<file path="config.mk">
export PLATFORM = sky130hd
export DESIGN_NAME = id_stage
export DESIGN_NICKNAME = d
export VERILOG_FILES = /design/src/id_pkg.sv /design/src/id_decoder.sv /design/src/id_fsm.sv /design/src/id_operand_mux.sv /design/src/id_regfile.sv /design/src/id_stage.sv
export SDC_FILE = /design/constraint.sdc
export NUM_CORES = 2
export LEC_CHECK = 0
export BUFFER_PORTS_ARGS = -buffer_cell sky130_fd_sc_hd__buf_2
export CAP_MARGIN = 20
export CORE_ASPECT_RATIO = 1.1
export CORE_UTILIZATION = 68
export CTS_CLUSTER_SIZE = 28
export DETAILED_ROUTE_END_ITERATION = 8
export GPL_ROUTABILITY_DRIVEN = 0
export PLACE_DENSITY_LB_ADDON = 0.05
export SYNTH_ARGS = -nofsm -noshare
export SYNTH_HDL_FRONTEND = slang
export SYNTH_SLANG_ARGS = --single-unit
</file>
<file path="constraint.sdc">
create_clock -name clk_i -period 5.4 [get_ports clk_i]
set_clock_uncertainty 0.2 [all_clocks]
set_input_delay 0.54 -clock clk_i [delete_from_list [all_inputs] [get_ports clk_i]]
set_output_delay 0.54 -clock clk_i [all_outputs]
set_load 0.02 [all_outputs]
</file>
<file path="src/id_pkg.sv">
// Decode stage shared definitions
// Widths, kept RV32I major opcodes, ALU operators and operand select codes
package id_pkg;

  localparam int unsigned XLEN       = 32;
  localparam int unsigned REG_ADDR_W = 5;

  typedef logic [XLEN-1:0]       word_t;
  typedef logic [REG_ADDR_W-1:0] reg_addr_t;

  // Major opcodes handled by the stage, everything else is illegal
  typedef enum logic [6:0] {
    OPCODE_OP     = 7'h33,
    OPCODE_OP_IMM = 7'h13,
    OPCODE_LUI    = 7'h37,
    OPCODE_AUIPC  = 7'h17,
    OPCODE_LOAD   = 7'h03,
    OPCODE_STORE  = 7'h23,
    OPCODE_BRANCH = 7'h63,
    OPCODE_JAL    = 7'h6f
  } opcode_e;

  typedef enum logic [3:0] {
    // Arithmetic and logic
    ALU_ADD, ALU_SUB, ALU_XOR, ALU_OR, ALU_AND,
    ALU_SLL, ALU_SRL, ALU_SRA, ALU_SLT, ALU_SLTU,
    // Branch comparisons
    ALU_EQ, ALU_NE, ALU_LT, ALU_GE, ALU_LTU, ALU_GEU
  } alu_op_e;

  // Operand A source, ZERO serves LUI
  typedef enum logic [1:0] {
    OP_A_REG_A,
    OP_A_CURRPC,
    OP_A_ZERO
  } op_a_sel_e;

  typedef enum logic {
    OP_B_REG_B,
    OP_B_IMM
  } op_b_sel_e;

  // Immediate kind, INCR_PC is the constant 4 for the link value
  typedef enum logic [2:0] {
    IMM_B_I, IMM_B_S, IMM_B_B, IMM_B_U, IMM_B_J, IMM_B_INCR_PC
  } imm_b_sel_e;

  // Access size as seen by the LSU
  typedef enum logic [1:0] {
    LSU_WORD = 2'b00,
    LSU_HALF = 2'b01,
    LSU_BYTE = 2'b10
  } lsu_type_e;

endpackage

</file>
<file path="src/id_decoder.sv">
// RV32I instruction decoder
// Turns opcode and function fields into register, ALU and LSU controls
// Branch and JAL operands depend on the cycle of the instruction
`timescale 1ns/1ps

module id_decoder #(
  parameter bit RV32E = 1'b0
) (
  input  id_pkg::word_t      instr_rdata_i,
  input  logic               first_cycle_i,
  output logic               illegal_insn_o,
  output logic               rf_we_o,
  output logic               rf_ren_a_o,
  output logic               rf_ren_b_o,
  output id_pkg::reg_addr_t  rf_raddr_a_o,
  output id_pkg::reg_addr_t  rf_raddr_b_o,
  output id_pkg::reg_addr_t  rf_waddr_o,
  output id_pkg::imm_b_sel_e imm_b_sel_o,
  output id_pkg::op_a_sel_e  op_a_sel_o,
  output id_pkg::op_b_sel_e  op_b_sel_o,
  output id_pkg::alu_op_e    alu_operator_o,
  output logic               lsu_req_o,
  output logic               lsu_we_o,
  output logic               lsu_sign_ext_o,
  output id_pkg::lsu_type_e  lsu_type_o,
  output logic               branch_o,
  output logic               jump_o
);

  import id_pkg::*;

  logic [6:0] opcode;
  logic [2:0] funct3;
  logic [6:0] funct7;
  logic       illegal_enc;
  logic       illegal_reg;

  // Size field shared by loads and stores
  function automatic lsu_type_e lsu_size(input logic [1:0] size);
    lsu_type_e kind;
    unique case (size)
      2'b00:   kind = LSU_BYTE;
      2'b01:   kind = LSU_HALF;
      default: kind = LSU_WORD;
    endcase
    return kind;
  endfunction

  assign opcode = instr_rdata_i[6:0];
  assign funct3 = instr_rdata_i[14:12];
  assign funct7 = instr_rdata_i[31:25];

  // Register indices sit in fixed fields for every format
  assign rf_raddr_a_o = instr_rdata_i[19:15];
  assign rf_raddr_b_o = instr_rdata_i[24:20];
  assign rf_waddr_o   = instr_rdata_i[11:7];

  //////////////////////////////////////////////////////////////////////////
  // Control decode
  //////////////////////////////////////////////////////////////////////////

  always_comb begin
    illegal_enc    = 1'b0;
    rf_we_o        = 1'b0;
    rf_ren_a_o     = 1'b0;
    rf_ren_b_o     = 1'b0;
    imm_b_sel_o    = IMM_B_I;
    op_a_sel_o     = OP_A_REG_A;
    op_b_sel_o     = OP_B_IMM;
    alu_operator_o = ALU_ADD;
    lsu_req_o      = 1'b0;
    lsu_we_o       = 1'b0;
    lsu_sign_ext_o = 1'b0;
    lsu_type_o     = LSU_WORD;
    branch_o       = 1'b0;
    jump_o         = 1'b0;

    unique case (opcode)
      OPCODE_LUI: begin
        // Zero plus U-immediate
        op_a_sel_o  = OP_A_ZERO;
        imm_b_sel_o = IMM_B_U;
        rf_we_o     = 1'b1;
      end
      OPCODE_AUIPC: begin
        op_a_sel_o  = OP_A_CURRPC;
        imm_b_sel_o = IMM_B_U;
        rf_we_o     = 1'b1;
      end
      OPCODE_JAL: begin
        // Target first, link value PC+4 in the second cycle
        jump_o      = 1'b1;
        rf_we_o     = 1'b1;
        op_a_sel_o  = OP_A_CURRPC;
        imm_b_sel_o = first_cycle_i ? IMM_B_J : IMM_B_INCR_PC;
      end
      OPCODE_BRANCH: begin
        branch_o   = 1'b1;
        rf_ren_a_o = 1'b1;
        rf_ren_b_o = 1'b1;
        if (first_cycle_i) begin
          // Compare rs1 against rs2
          op_b_sel_o = OP_B_REG_B;
          unique case (funct3)
            3'b000:  alu_operator_o = ALU_EQ;
            3'b001:  alu_operator_o = ALU_NE;
            3'b100:  alu_operator_o = ALU_LT;
            3'b101:  alu_operator_o = ALU_GE;
            3'b110:  alu_operator_o = ALU_LTU;
            3'b111:  alu_operator_o = ALU_GEU;
            default: illegal_enc    = 1'b1;
          endcase
        end else begin
          // Taken, so add PC and the B-immediate
          op_a_sel_o  = OP_A_CURRPC;
          imm_b_sel_o = IMM_B_B;
        end
      end
      OPCODE_LOAD: begin
        lsu_req_o      = 1'b1;
        rf_ren_a_o     = 1'b1;
        rf_we_o        = 1'b1;
        lsu_type_o     = lsu_size(funct3[1:0]);
        lsu_sign_ext_o = ~funct3[2];
        // No LD, LWU or unsigned-word forms
        illegal_enc    = (funct3[1:0] == 2'b11) | (funct3[2] & funct3[1]);
      end
      OPCODE_STORE: begin
        lsu_req_o   = 1'b1;
        lsu_we_o    = 1'b1;
        rf_ren_a_o  = 1'b1;
        rf_ren_b_o  = 1'b1;
        imm_b_sel_o = IMM_B_S;
        lsu_type_o  = lsu_size(funct3[1:0]);
        illegal_enc = funct3[2] | (funct3[1:0] == 2'b11);
      end
      OPCODE_OP_IMM: begin
        rf_ren_a_o = 1'b1;
        rf_we_o    = 1'b1;
        unique case (funct3)
          3'b000: alu_operator_o = ALU_ADD;
          3'b010: alu_operator_o = ALU_SLT;
          3'b011: alu_operator_o = ALU_SLTU;
          3'b100: alu_operator_o = ALU_XOR;
          3'b110: alu_operator_o = ALU_OR;
          3'b111: alu_operator_o = ALU_AND;
          3'b001: begin
            alu_operator_o = ALU_SLL;
            illegal_enc    = (funct7 != 7'b0000000);
          end
          default: begin
            // Shift right, funct7 picks logical or arithmetic
            alu_operator_o = funct7[5] ? ALU_SRA : ALU_SRL;
            illegal_enc    = ({funct7[6], funct7[4:0]} != 6'b0);
          end
        endcase
      end
      OPCODE_OP: begin
        rf_ren_a_o = 1'b1;
        rf_ren_b_o = 1'b1;
        rf_we_o    = 1'b1;
        op_b_sel_o = OP_B_REG_B;
        unique case ({funct7, funct3})
          10'b0000000_000: alu_operator_o = ALU_ADD;
          10'b0100000_000: alu_operator_o = ALU_SUB;
          10'b0000000_001: alu_operator_o = ALU_SLL;
          10'b0000000_010: alu_operator_o = ALU_SLT;
          10'b0000000_011: alu_operator_o = ALU_SLTU;
          10'b0000000_100: alu_operator_o = ALU_XOR;
          10'b0000000_101: alu_operator_o = ALU_SRL;
          10'b0100000_101: alu_operator_o = ALU_SRA;
          10'b0000000_110: alu_operator_o = ALU_OR;
          10'b0000000_111: alu_operator_o = ALU_AND;
          default:         illegal_enc    = 1'b1;
        endcase
      end
      default: illegal_enc = 1'b1;
    endcase
  end

  // RV32E only has x0 to x15
  assign illegal_reg = RV32E & ((rf_ren_a_o & rf_raddr_a_o[REG_ADDR_W-1]) |
                                (rf_ren_b_o & rf_raddr_b_o[REG_ADDR_W-1]) |
                                (rf_we_o & rf_waddr_o[REG_ADDR_W-1]));

  assign illegal_insn_o = illegal_enc | illegal_reg;

  // The FSM relies on a single multi-cycle class per instruction
  always_comb begin
    assert ($onehot0({lsu_req_o, branch_o, jump_o}))
      else $error("Decoder raised more than one multi-cycle class");
  end

endmodule

</file>
<file path="src/id_fsm.sv">
// Decode stage controller
// FIRST_CYCLE / MULTI_CYCLE sequencing of loads, stores, branches and JAL
// Generates done, PC set, LSU request and the final register write enable
`timescale 1ns/1ps

module id_fsm (
  input  logic clk_i,
  input  logic rst_ni,
  input  logic instr_valid_i,
  input  logic illegal_insn_i,
  input  logic lsu_req_dec_i,
  input  logic branch_i,
  input  logic jump_i,
  input  logic rf_we_dec_i,
  input  logic branch_decision_i,
  input  logic lsu_resp_valid_i,
  output logic first_cycle_o,
  output logic instr_done_o,
  output logic lsu_req_o,
  output logic pc_set_o,
  output logic rf_we_o
);

  typedef enum logic {
    FIRST_CYCLE,
    MULTI_CYCLE
  } id_fsm_e;

  id_fsm_e state_q;
  id_fsm_e state_d;
  logic    legal;

  assign legal         = instr_valid_i & ~illegal_insn_i;
  assign first_cycle_o = instr_valid_i & (state_q == FIRST_CYCLE);

  // One request per access, only in its first cycle
  assign lsu_req_o = first_cycle_o & legal & lsu_req_dec_i;

  //////////////////////////////////////////////////////////////////////////
  // Next state and outputs
  //////////////////////////////////////////////////////////////////////////

  always_comb begin
    state_d      = state_q;
    instr_done_o = 1'b0;
    pc_set_o     = 1'b0;
    rf_we_o      = 1'b0;

    if (instr_valid_i) begin
      unique case (state_q)
        FIRST_CYCLE: begin
          if (!legal) begin
            // Illegal retires at once without side effects
            instr_done_o = 1'b1;
          end else if (lsu_req_dec_i) begin
            state_d = MULTI_CYCLE;
          end else if (branch_i) begin
            // Target computed next cycle only when taken
            if (branch_decision_i) begin
              state_d = MULTI_CYCLE;
            end else begin
              instr_done_o = 1'b1;
            end
          end else if (jump_i) begin
            // Jump target on result_ex_i now, link written later
            pc_set_o = 1'b1;
            state_d  = MULTI_CYCLE;
          end else begin
            instr_done_o = 1'b1;
            rf_we_o      = rf_we_dec_i;
          end
        end
        MULTI_CYCLE: begin
          if (lsu_req_dec_i) begin
            // Wait for the LSU, load data on result_ex_i
            if (lsu_resp_valid_i) begin
              instr_done_o = 1'b1;
              rf_we_o      = rf_we_dec_i & legal;
              state_d      = FIRST_CYCLE;
            end
          end else begin
            // Branch target or JAL link cycle
            instr_done_o = 1'b1;
            pc_set_o     = branch_i;
            rf_we_o      = jump_i & rf_we_dec_i & legal;
            state_d      = FIRST_CYCLE;
          end
        end
        default: state_d = FIRST_CYCLE;
      endcase
    end
  end

  always_ff @(posedge clk_i or negedge rst_ni) begin
    if (!rst_ni) begin
      state_q <= FIRST_CYCLE;
    end else begin
      state_q <= state_d;
    end
  end

  // A finished instruction never leaves the FSM in MULTI_CYCLE
  assert property (@(posedge clk_i) disable iff (!rst_ni)
    instr_done_o |=> (state_q == FIRST_CYCLE))
    else $error("Instruction done while entering MULTI_CYCLE");

  // Request is a single pulse, the access then waits in MULTI_CYCLE
  assert property (@(posedge clk_i) disable iff (!rst_ni)
    lsu_req_o |=> !lsu_req_o)
    else $error("LSU request held past the first cycle");

endmodule

</file>
<file path="src/id_operand_mux.sv">
// ALU operand selection
// Builds the immediate of the selected kind and picks operands A and B
`timescale 1ns/1ps

module id_operand_mux (
  input  id_pkg::op_a_sel_e  op_a_sel_i,
  input  id_pkg::op_b_sel_e  op_b_sel_i,
  input  id_pkg::imm_b_sel_e imm_b_sel_i,
  input  id_pkg::word_t      instr_rdata_i,
  input  id_pkg::word_t      rf_rdata_a_i,
  input  id_pkg::word_t      rf_rdata_b_i,
  input  id_pkg::word_t      pc_id_i,
  output id_pkg::word_t      alu_operand_a_o,
  output id_pkg::word_t      alu_operand_b_o
);

  import id_pkg::*;

  word_t imm_b;

  //////////////////////////////////////////////////////////////////////////
  // Immediates
  //////////////////////////////////////////////////////////////////////////

  // All kinds are sign extended from bit 31
  always_comb begin
    unique case (imm_b_sel_i)
      IMM_B_I: imm_b = {{20{instr_rdata_i[31]}}, instr_rdata_i[31:20]};
      IMM_B_S: imm_b = {{20{instr_rdata_i[31]}}, instr_rdata_i[31:25], instr_rdata_i[11:7]};
      // Branch offset, second cycle of a taken branch
      IMM_B_B: imm_b = {{19{instr_rdata_i[31]}}, instr_rdata_i[31], instr_rdata_i[7],
                        instr_rdata_i[30:25], instr_rdata_i[11:8], 1'b0};
      IMM_B_U: imm_b = {instr_rdata_i[31:12], 12'b0};
      IMM_B_J: imm_b = {{12{instr_rdata_i[31]}}, instr_rdata_i[19:12], instr_rdata_i[20],
                        instr_rdata_i[30:21], 1'b0};
      default: imm_b = 32'd4;
    endcase
  end

  //////////////////////////////////////////////////////////////////////////
  // Operands
  //////////////////////////////////////////////////////////////////////////

  always_comb begin
    unique case (op_a_sel_i)
      OP_A_REG_A:  alu_operand_a_o = rf_rdata_a_i;
      OP_A_CURRPC: alu_operand_a_o = pc_id_i;
      default:     alu_operand_a_o = '0;
    endcase
  end

  assign alu_operand_b_o = (op_b_sel_i == OP_B_IMM) ? imm_b : rf_rdata_b_i;

  // Selects come from the decoder and must never float
  always_comb begin
    assert (!$isunknown({op_a_sel_i, op_b_sel_i}))
      else $error("Operand select unknown");
    if (op_b_sel_i == OP_B_IMM) begin
      assert (!$isunknown(imm_b_sel_i))
        else $error("Immediate select unknown while immediate in use");
    end
  end

endmodule

</file>
<file path="src/id_regfile.sv">
// Integer register file
// Two combinational read ports, one write port, x0 reads as zero
`timescale 1ns/1ps

module id_regfile #(
  parameter bit RV32E = 1'b0
) (
  input  logic              clk_i,
  input  logic              rst_ni,
  input  id_pkg::reg_addr_t raddr_a_i,
  input  id_pkg::reg_addr_t raddr_b_i,
  input  id_pkg::reg_addr_t waddr_i,
  input  id_pkg::word_t     wdata_i,
  input  logic              we_i,
  output id_pkg::word_t     rdata_a_o,
  output id_pkg::word_t     rdata_b_o
);

  import id_pkg::*;

  // RV32E halves the file
  localparam int unsigned ADDR_W    = RV32E ? 4 : 5;
  localparam int unsigned NUM_WORDS = 2 ** ADDR_W;

  word_t             mem_q [NUM_WORDS];
  logic [ADDR_W-1:0] raddr_a_idx;
  logic [ADDR_W-1:0] raddr_b_idx;
  logic [ADDR_W-1:0] waddr_idx;

  assign raddr_a_idx = raddr_a_i[ADDR_W-1:0];
  assign raddr_b_idx = raddr_b_i[ADDR_W-1:0];
  assign waddr_idx   = waddr_i[ADDR_W-1:0];

  // Entry 0 is never written, so it stays at its reset value of zero
  always_ff @(posedge clk_i or negedge rst_ni) begin
    if (!rst_ni) begin
      mem_q <= '{default: '0};
    end else if (we_i && (waddr_idx != '0)) begin
      mem_q[waddr_idx] <= wdata_i;
    end
  end

  assign rdata_a_o = mem_q[raddr_a_idx];
  assign rdata_b_o = mem_q[raddr_b_idx];

endmodule

</file>
<file path="src/id_stage.sv">
// Instruction decode stage of a non-pipelined RV32I core
// Decoder, operand selection, controller and integer register file
`timescale 1ns/1ps

module id_stage #(
  parameter bit RV32E = 1'b0
) (
  input  logic              clk_i,
  input  logic              rst_ni,
  // Fetch handshake
  input  logic              instr_valid_i,
  input  id_pkg::word_t     instr_rdata_i,
  input  id_pkg::word_t     pc_id_i,
  output logic              id_in_ready_o,
  output logic              illegal_insn_o,
  // EX interface
  input  logic              branch_decision_i,
  input  id_pkg::word_t     result_ex_i,
  output logic              pc_set_o,
  output id_pkg::alu_op_e   alu_operator_o,
  output id_pkg::word_t     alu_operand_a_o,
  output id_pkg::word_t     alu_operand_b_o,
  // LSU request/response
  output logic              lsu_req_o,
  output logic              lsu_we_o,
  output id_pkg::lsu_type_e lsu_type_o,
  output logic              lsu_sign_ext_o,
  output id_pkg::word_t     lsu_wdata_o,
  input  logic              lsu_resp_valid_i
);

  import id_pkg::*;

  logic       first_cycle;
  logic       rf_we_dec;
  logic       rf_we;
  reg_addr_t  rf_raddr_a;
  reg_addr_t  rf_raddr_b;
  reg_addr_t  rf_waddr;
  word_t      rf_rdata_a;
  word_t      rf_rdata_b;
  imm_b_sel_e imm_b_sel;
  op_a_sel_e  op_a_sel;
  op_b_sel_e  op_b_sel;
  logic       lsu_req_dec;
  logic       branch;
  logic       jump;

  id_decoder #(
    .RV32E (RV32E)
  ) decoder_i (
    .instr_rdata_i  (instr_rdata_i),
    .first_cycle_i  (first_cycle),
    .illegal_insn_o (illegal_insn_o),
    .rf_we_o        (rf_we_dec),
    .rf_ren_a_o     (),
    .rf_ren_b_o     (),
    .rf_raddr_a_o   (rf_raddr_a),
    .rf_raddr_b_o   (rf_raddr_b),
    .rf_waddr_o     (rf_waddr),
    .imm_b_sel_o    (imm_b_sel),
    .op_a_sel_o     (op_a_sel),
    .op_b_sel_o     (op_b_sel),
    .alu_operator_o (alu_operator_o),
    .lsu_req_o      (lsu_req_dec),
    .lsu_we_o       (lsu_we_o),
    .lsu_sign_ext_o (lsu_sign_ext_o),
    .lsu_type_o     (lsu_type_o),
    .branch_o       (branch),
    .jump_o         (jump)
  );

  id_operand_mux operand_mux_i (
    .op_a_sel_i      (op_a_sel),
    .op_b_sel_i      (op_b_sel),
    .imm_b_sel_i     (imm_b_sel),
    .instr_rdata_i   (instr_rdata_i),
    .rf_rdata_a_i    (rf_rdata_a),
    .rf_rdata_b_i    (rf_rdata_b),
    .pc_id_i         (pc_id_i),
    .alu_operand_a_o (alu_operand_a_o),
    .alu_operand_b_o (alu_operand_b_o)
  );

  id_fsm fsm_i (
    .clk_i             (clk_i),
    .rst_ni            (rst_ni),
    .instr_valid_i     (instr_valid_i),
    .illegal_insn_i    (illegal_insn_o),
    .lsu_req_dec_i     (lsu_req_dec),
    .branch_i          (branch),
    .jump_i            (jump),
    .rf_we_dec_i       (rf_we_dec),
    .branch_decision_i (branch_decision_i),
    .lsu_resp_valid_i  (lsu_resp_valid_i),
    .first_cycle_o     (first_cycle),
    .instr_done_o      (id_in_ready_o),
    .lsu_req_o         (lsu_req_o),
    .pc_set_o          (pc_set_o),
    .rf_we_o           (rf_we)
  );

  // Writeback always takes the EX result, load data included
  id_regfile #(
    .RV32E (RV32E)
  ) regfile_i (
    .clk_i     (clk_i),
    .rst_ni    (rst_ni),
    .raddr_a_i (rf_raddr_a),
    .raddr_b_i (rf_raddr_b),
    .waddr_i   (rf_waddr),
    .wdata_i   (result_ex_i),
    .we_i      (rf_we),
    .rdata_a_o (rf_rdata_a),
    .rdata_b_o (rf_rdata_b)
  );

  // Store data is rs2
  assign lsu_wdata_o = rf_rdata_b;

endmodule

</file>
**Word level (Yosys, flattened, before mapping)**

Index checks and enable logic that the tools add are counted.

- Register bits: 1025
- Latch bits: 0
- Memory bits (writable): 0
- Memory bits (read-only): 0
- Input port bits: 101
- Output and inout port bits: 108
- Memories: 0

- $add $sub $neg: 0
- Multiply operators: 0
- Div/mod/pow operators: 0
- Order comparisons: 4
- Equal/unequal tests: 31
- Shift operators: 0
- Multiplexer cells: 69
- Bitwise logic cells: 16
- Reductions and logical operators: 18

Operator list:

| kind | count |
|---|---|
| 1024-bit bitwise mux | 1 |
| 32-bit binary-select mux with 5-bit select | 2 |
| 32-bit two-way mux | 6 |
| 32-bit demux with 5-bit select | 1 |
| 32-bit one-hot mux with 5 select lines | 1 |
| 32-bit one-hot mux with 2 select lines | 1 |
| 10-bit by 3-bit equality test with 1-bit output, second input constant | 4 |
| 1-bit two-way mux | 40 |
| 4-bit one-hot mux with 9 select lines | 1 |
| 4-bit one-hot mux with 7 select lines | 1 |
| 4-bit one-hot mux with 6 select lines | 1 |
| 7-bit by 6-bit equality test with 1-bit output, second input constant | 3 |
| 10-bit by 2-bit equality test with 1-bit output, second input constant | 2 |
| 10-bit by 9-bit equality test with 1-bit output, second input constant | 2 |
| 6-bit greater-or-equal comparator, second input constant | 3 |
| 5-bit NOT with 6-bit output | 3 |
| 6-bit OR reduction | 3 |
| 3-bit equality test, second input constant | 5 |
| 7-bit by 5-bit equality test with 1-bit output, second input constant | 2 |
| 7-bit equality test, second input constant | 2 |
| 3-bit by 2-bit equality test with 1-bit output, second input constant | 4 |
| 1-bit one-hot mux with 2 select lines | 6 |
| 3-bit one-hot mux with 4 select lines | 1 |
| 4-bit one-hot mux with 3 select lines | 1 |
| other kinds (24) | 42 |

**Logic depth before layout (Yosys ltp)**

- Depth in word-level cells: 13
- Mapped depth: 10
- Depth with buffers taken out: 7

**By module**

Synthesis repeated with hierarchy kept, for this count alone.

- Cells, all modules: 4897
- Area total of the unflattened synthesis: 57970.6 µm²

Modules (own cells, without submodules):

| module | instances | cells each | area each (µm²) | seq. area each (µm²) |
|---|---|---|---|---|
| id_regfile | 1 | 4601 | 55942.4 | 25624.6 |
| id_operand_mux | 1 | 162 | 1098.6 | 0.0 |
| id_decoder | 1 | 112 | 745.7 | 0.0 |
| id_fsm | 1 | 22 | 183.9 | 25.0 |

**Least setup slack after synthesis**

Ideal clock, no wire load.

- Path kind: input to output
- Start: in instr_rdata_i[20]
- End: out alu_operand_b_o[31]
- Arrival: 3190 ps
- Data required time: 4660 ps
- Slack: 1470 ps
- Stages on the path: 8
- Path through: clkbuf_1 clkbuf_1 buf_1 mux4_2 mux4_2 mux2_2 nand2_1 o21ai_0

- Cells in the longest elaborated chain, start to end: 5

Ends and longest elaborated chain:

| element | RTL line | RTL |
|---|---|---|
| start, declared | id_stage.sv:12 | `input id_pkg::word_t instr_rdata_i,` |
| 5-bit NOT with 6-bit output (implied by the code) | id_regfile.sv:44 | `assign rdata_b_o = mem_q[raddr_b_idx];` |
| 32-bit binary-select mux with 5-bit select | id_regfile.sv:44 |  |
| 32-bit two-way mux (implied by the code) (2 in series) | id_regfile.sv:44 |  |
| named net lsu_wdata_o[31] | id_stage.sv:28 | `output id_pkg::word_t lsu_wdata_o,` |
| 32-bit two-way mux | id_operand_mux.sv:52 | `assign alu_operand_b_o = (op_b_sel_i == OP_B_IMM) ? imm_b : rf_rdata_b_i;` |
| end, declared | id_stage.sv:22 | `output id_pkg::word_t alu_operand_b_o,` |

The timed path passes the listed nets, and every way through them passes these cells. The select of a mux whose other input is x is not followed.

**Worst setup path after layout**

- Start: reg fsm_i.state_q
- End: out alu_operand_b_o[0]

- Cells in the longest elaborated chain, start to end: 7
- Elaborated cells on any way between the ends: 14
- Classes of those cells: eq/ne (4); mux (7); bitwise (2); reduce/logical (1)

Ends and longest elaborated chain:

| element | RTL line | RTL |
|---|---|---|
| start, declared | id_fsm.sv:29 | `id_fsm_e state_q;` |
| start signal, assigned | id_fsm.sv:98 | `state_q <= state_d;` |
| 1-bit NOT (*) | id_fsm.sv:34 | `assign first_cycle_o = instr_valid_i & (state_q == FIRST_CYCLE);` |
| 1-bit AND (*) | id_fsm.sv:34 |  |
| 1-bit two-way mux or 2-bit two-way mux (tied branches) | id_decoder.sv:95, id_decoder.sv:101 |  |
| 3-bit one-hot mux with 4 select lines | id_decoder.sv:78 | `unique case (opcode)` |
| 3-bit equality test, or another cell as far along | id_operand_mux.sv:27 | `unique case (imm_b_sel_i)` |
| 32-bit one-hot mux with 5 select lines | id_operand_mux.sv:27 |  |
| 32-bit two-way mux (*) | id_operand_mux.sv:52 |  |

Every way passes the cells marked *; elsewhere a longest branch is shown, timed or not.

==> impl_metrics.xml <==
<?xml version="1.0" encoding="UTF-8"?>
<metrics>
  <group name="sta">
    <metric name="setup_repair_after_global_routing_missed_its_margin" unit="">false</metric>
    <metric name="worst_slew_margin_rel" unit="%">12.5</metric>
    <metric name="final_critical_path_setup_slack" unit="ps">1120</metric>
    <metric name="finalWorstPathRequiredPeriod" unit="ps">4280</metric>
    <metric name="finalSetupTns" unit="ps">0</metric>
    <metric name="finalSetupViolCount" unit="">0</metric>
    <metric name="slew_viol_final" unit="">0</metric>
    <metric name="fin_worst_hold_slack" unit="ps">92.3</metric>
    <metric name="number_of_hold_violations_in_the_final_report" unit="">0</metric>
    <metric name="final_min_period_over_clock_period" unit="%">79.2</metric>
    <metric name="slew_at_the_pin_closest_to_its_max_slew_limit" unit="ps">1310</metric>
    <metric name="fmax" unit="GHz">0.234</metric>
  </group>
  <group name="yosys">
    <metric name="synth.lib_cells_used.distinct" unit="">60</metric>
    <metric name="main_combinational_cell_family_by_area_after_synthesis" unit="">multiplexers</metric>
    <metric name="synth-compound-area-share" unit="%">2.59</metric>
    <metric name="seq_area_frac_synth" unit="%">46.1</metric>
    <metric name="post-synth-top-area-cell" unit="">dfrtp_1</metric>
    <metric name="most_common_library_cells_after_synthesis" unit="">1,025 x dfrtp_1, 969 x mux2_2, 581 x mux4_2</metric>
    <metric name="synth-seq-cells" unit="">1025</metric>
    <metric name="synth-edff-count" unit="">0</metric>
    <metric name="synth.avg_cell_area" unit="um2">15.5</metric>
    <metric name="syn-instance-count" unit="">3577</metric>
    <metric name="yosys.area_share.simple" unit="%">1.71</metric>
    <metric name="yosysMostFrequentCell" unit="">dfrtp_1</metric>
    <metric name="yosys_most_used_dff" unit="">dfrtp_1</metric>
    <metric name="xor_xnor_portion_of_the_synthesized_cell_area" unit="%">0.0315</metric>
    <metric name="synth_nets" unit="">3683</metric>
    <metric name="post_synth_instance_area" unit="um2">55600</metric>
    <metric name="synth_adder_area_share" unit="%">0.131</metric>
    <metric name="netlist.area_leader.share" unit="%">46.1</metric>
    <metric name="async_flop_share" unit="%">100</metric>
    <metric name="synth.yosys.warnings" unit="">0</metric>
    <metric name="muxShareOfSynthArea" unit="%">46.2</metric>
    <metric name="netlist_top_cells_area" unit="">dfrtp_1 46%, mux4_2 24%, mux2_2 20%, clkbuf_1 1.7%, mux2i_1 1.6%</metric>
  </group>
  <group name="finish">
    <metric name="final_cell_count_without_fillers" unit="">4778</metric>
    <metric name="drive_gt1_share" unit="%">57.0</metric>
    <metric name="fillers" unit="">4653</metric>
    <metric name="finalNetCount" unit="">3724</metric>
    <metric name="post_route_cell_area" unit="um2">61700</metric>
    <metric name="areaGrowthSynthToFinish" unit="%">11.1</metric>
  </group>
  <group name="place">
    <metric name="numPortBuffers" unit="">208</metric>
    <metric name="place_worst_setup_slack" unit="ps">893</metric>
    <metric name="placed_cell_area" unit="um2">57900</metric>
    <metric name="dp_cells" unit="">4559</metric>
    <metric name="hpwl" unit="mm">102</metric>
  </group>
  <group name="cts">
    <metric name="clock_path_buffers" unit="">3</metric>
    <metric name="numClockSinks" unit="">1025</metric>
    <metric name="post_cts_resize_count" unit="">0</metric>
    <metric name="insertion_delay" unit="ps">680</metric>
    <metric name="cts_made_buffers" unit="">107</metric>
    <metric name="cts_tree" unit="">done</metric>
    <metric name="clock_tree.htree_level_count" unit="">3</metric>
    <metric name="clock-root-buffer" unit="">clkbuf_16</metric>
    <metric name="clkSlewWorstSetupHoldPaths" unit="ps">60</metric>
  </group>
  <group name="grt">
    <metric name="number_of_global_route_vias_before_repair" unit="">38023</metric>
    <metric name="wire_length_of_the_first_global_routing_pass" unit="mm">248</metric>
    <metric name="track_usage" unit="%">41.5</metric>
    <metric name="grt_antenna_before_repair" unit="">18</metric>
    <metric name="largest_net_degree_at_the_start_of_global_routing" unit="">135</metric>
    <metric name="grt-ovfl-total" unit="">0</metric>
  </group>
  <group name="min_path">
    <metric name="min_delay_path_depth" unit="">3</metric>
    <metric name="hold_path_end" unit="">fsm_i.state_q$_DFFE_PN0P_</metric>
    <metric name="worst_hold_path_type" unit="">in -&gt; reg</metric>
    <metric name="hold_wc_startpoint" unit="">instr_valid_i</metric>
  </group>
  <group name="setup_path">
    <metric name="worstRegToRegCells" unit="">7</metric>
    <metric name="critical_path.max_fanout" unit="">33</metric>
    <metric name="critical_path_arrival" unit="ps">3540</metric>
    <metric name="rr_endpoint" unit="">regfile_i.mem_q[214]$_DFFE_PN0P_</metric>
    <metric name="cp.required" unit="ps">4660</metric>
    <metric name="timing.reg2reg.setup_slack" unit="ps">2180</metric>
    <metric name="timing.setup.critical_path_class" unit="">reg -&gt; out</metric>
    <metric name="start_kind" unit="">flop</metric>
    <metric name="worst_r2r_startpoint" unit="">fsm_i.state_q$_DFFE_PN0P_</metric>
    <metric name="endpoint_kind" unit="">output port</metric>
  </group>
  <group name="floorplan">
    <metric name="design.die.area" unit="um2">82900</metric>
    <metric name="die_height" unit="um">302</metric>
    <metric name="core" unit="um2">80600</metric>
    <metric name="ioPinCount" unit="">209</metric>
    <metric name="placementRows" unit="">109</metric>
    <metric name="die_span_x" unit="um">275</metric>
    <metric name="initial_core_utilization" unit="%">69.0</metric>
  </group>
  <group name="power_and_ir_drop">
    <metric name="powerDensity" unit="nW/um2">274</metric>
    <metric name="clockPowerShare" unit="%">47.1</metric>
    <metric name="total_leakage_power" unit="nW">29.4</metric>
    <metric name="power_switching_share" unit="%">23.9</metric>
    <metric name="vdd_drop_max" unit="V">0.000336</metric>
    <metric name="power_frac_seq" unit="%">45.6</metric>
    <metric name="internal_power" unit="mW">12.9</metric>
    <metric name="pwr-share-comb" unit="%">7.3</metric>
    <metric name="power.net_switching" unit="mW">4.03</metric>
  </group>
  <group name="outcome">
    <metric name="failing_checks" unit="">design-rule violations</metric>
    <metric name="status" unit="">finished, violations left</metric>
  </group>
  <group name="flow_run">
    <metric name="max_cap_viol_count" unit="">0</metric>
  </group>
  <group name="detailed_routing">
    <metric name="drt_pass1_iterations" unit="">9</metric>
    <metric name="drt_wl_total" unit="mm">167</metric>
    <metric name="drc" unit="">65</metric>
    <metric name="antenna_left" unit="">0</metric>
    <metric name="drt-initial-drc-count" unit="">4257</metric>
    <metric name="avgViaCountPerCell" unit="">7.55</metric>
    <metric name="via_count" unit="">36090</metric>
    <metric name="routed_wire_length_per_instance" unit="um">34.9</metric>
  </group>
</metrics>
layout by cell type, fill, tap and decap left out, types with 18 or more instances in the layout:
cell type / Yosys / routed
dfrtp_1: 1025 / 1025
a21oi_1: 23 / 21
mux2_1: 70 / 70
mux2i_1: 91 / 91
mux2_2: 969 / 969
nand2_2: 0 / 31
a22oi_1: 31 / 31
buf_2: 124 / 200
o21ai_0: 24 / 23
clkinv_2: 0 / 18
clkbuf_1: 250 / 25
mux4_2: 581 / 581
nand2_1: 131 / 100
nor2_1: 31 / 31
buf_4: 0 / 100
o211ai_1: 35 / 35
buf_12: 0 / 36
clkbuf_8: 0 / 26
clkbuf_16: 0 / 109
a221oi_1: 18 / 18
worst max-delay path, stage by stage, from the launching register on:
cell and delay, ps:
dfrtp_1 470, nand2b_1 270, a21bo_2 270, a21oi_4 190
buf_4 680, a31oi_1 430, o21ai_0 310, buf_2 210
cell type report:
type | instances | area [um2] | share of cell area, %
Multi-Input combinational cell | 2126 | 28300 | 45.8
Sequential cell | 1025 | 25600 | 41.6
Clock buffer | 160 | 3180 | 5.15
Timing Repair Buffer | 346 | 2600 | 4.21
Tap cell | 1054 | 1320 | 2.14
Clock inverter | 40 | 611 | 0.989
Inverter | 12 | 45.0 | 0.0730
Antenna cell | 15 | 37.5 | 0.0608
per-layer routing:
metal  part of all wire, %  track usage [%]  vias up
met4                   6.3             23.0       10
met5                 0.032                0        -
li1                      -                -    14041
met1                    36             54.3    19305
met3                    11             11.7      590
met2                    47             63.4     2144
stage by stage:
| step | power (mW) | util (%) |
|---|---|---|
| global placement | 9.05 | 71.8 |
| floorplan | 8.51 | - |
| finish | 16.9 | 76.6 |
| detailed placement | 9.07 | 71.8 |
| CTS | 16.9 | 76.5 |
| global route | 17.3 | 76.5 |
logic make-up (layout without fill, tap and decap cells):
family / after synthesis / after routing
multiplexers: 1711 / 1711
other: 0 / 15
AO/OA/AOI/OAI: 192 / 192
XOR/XNOR: 2 / 2
adder cells (fa/ha/maj): 6 / 6
AND/OR/NAND/NOR: 215 / 215
flip-flops: 1025 / 1025
buffers and inverters: 426 / 558
sequential cells by signal (all words and copies together), names as in the netlist:
signal,cells
fsm_i.state_q,1
regfile_i.mem_q,1024
timing repair:
item / in CTS / in global routing
hold endpoints to repair: 101 / 0
hold buffers: 2 / 0
buffers inserted: 0 / 0
power groups by stage:
stage / registers [mW] / logic [mW] / clock network, mW
finish: 7.70 / 1.24 / 7.96
CTS: 7.70 / 1.23 / 8.00
global placement: 7.84 / 1.21 / 0
detailed placement: 7.84 / 1.23 / 0
global route: 7.70 / 1.32 / 8.30
floorplan: 7.84 / 0.670 / 0
how the worst max path moves through the flow:
stage | start | to | slack (ps) | cells past startpoint
2_1_floorplan | instr_rdata_i[20] | alu_operand_b_o[31] | 1470 | 8
3_3_place_gp | instr_rdata_i[26] | regfile_i.mem_q[100]$_DFFE_PN0P_ | 940 | 8
3_5_place_dp | instr_rdata_i[26] | regfile_i.mem_q[105]$_DFFE_PN0P_ | 890 | 8
4_1_cts | fsm_i.state_q$_DFFE_PN0P_ | alu_operand_b_o[10] | 1120 | 7
5_1_grt | instr_rdata_i[20] | alu_operand_b_o[29] | 1000 | 9
6_report | fsm_i.state_q$_DFFE_PN0P_ | alu_operand_b_o[0] | 1120 | 7
Power figures use the tool's default switching activity.
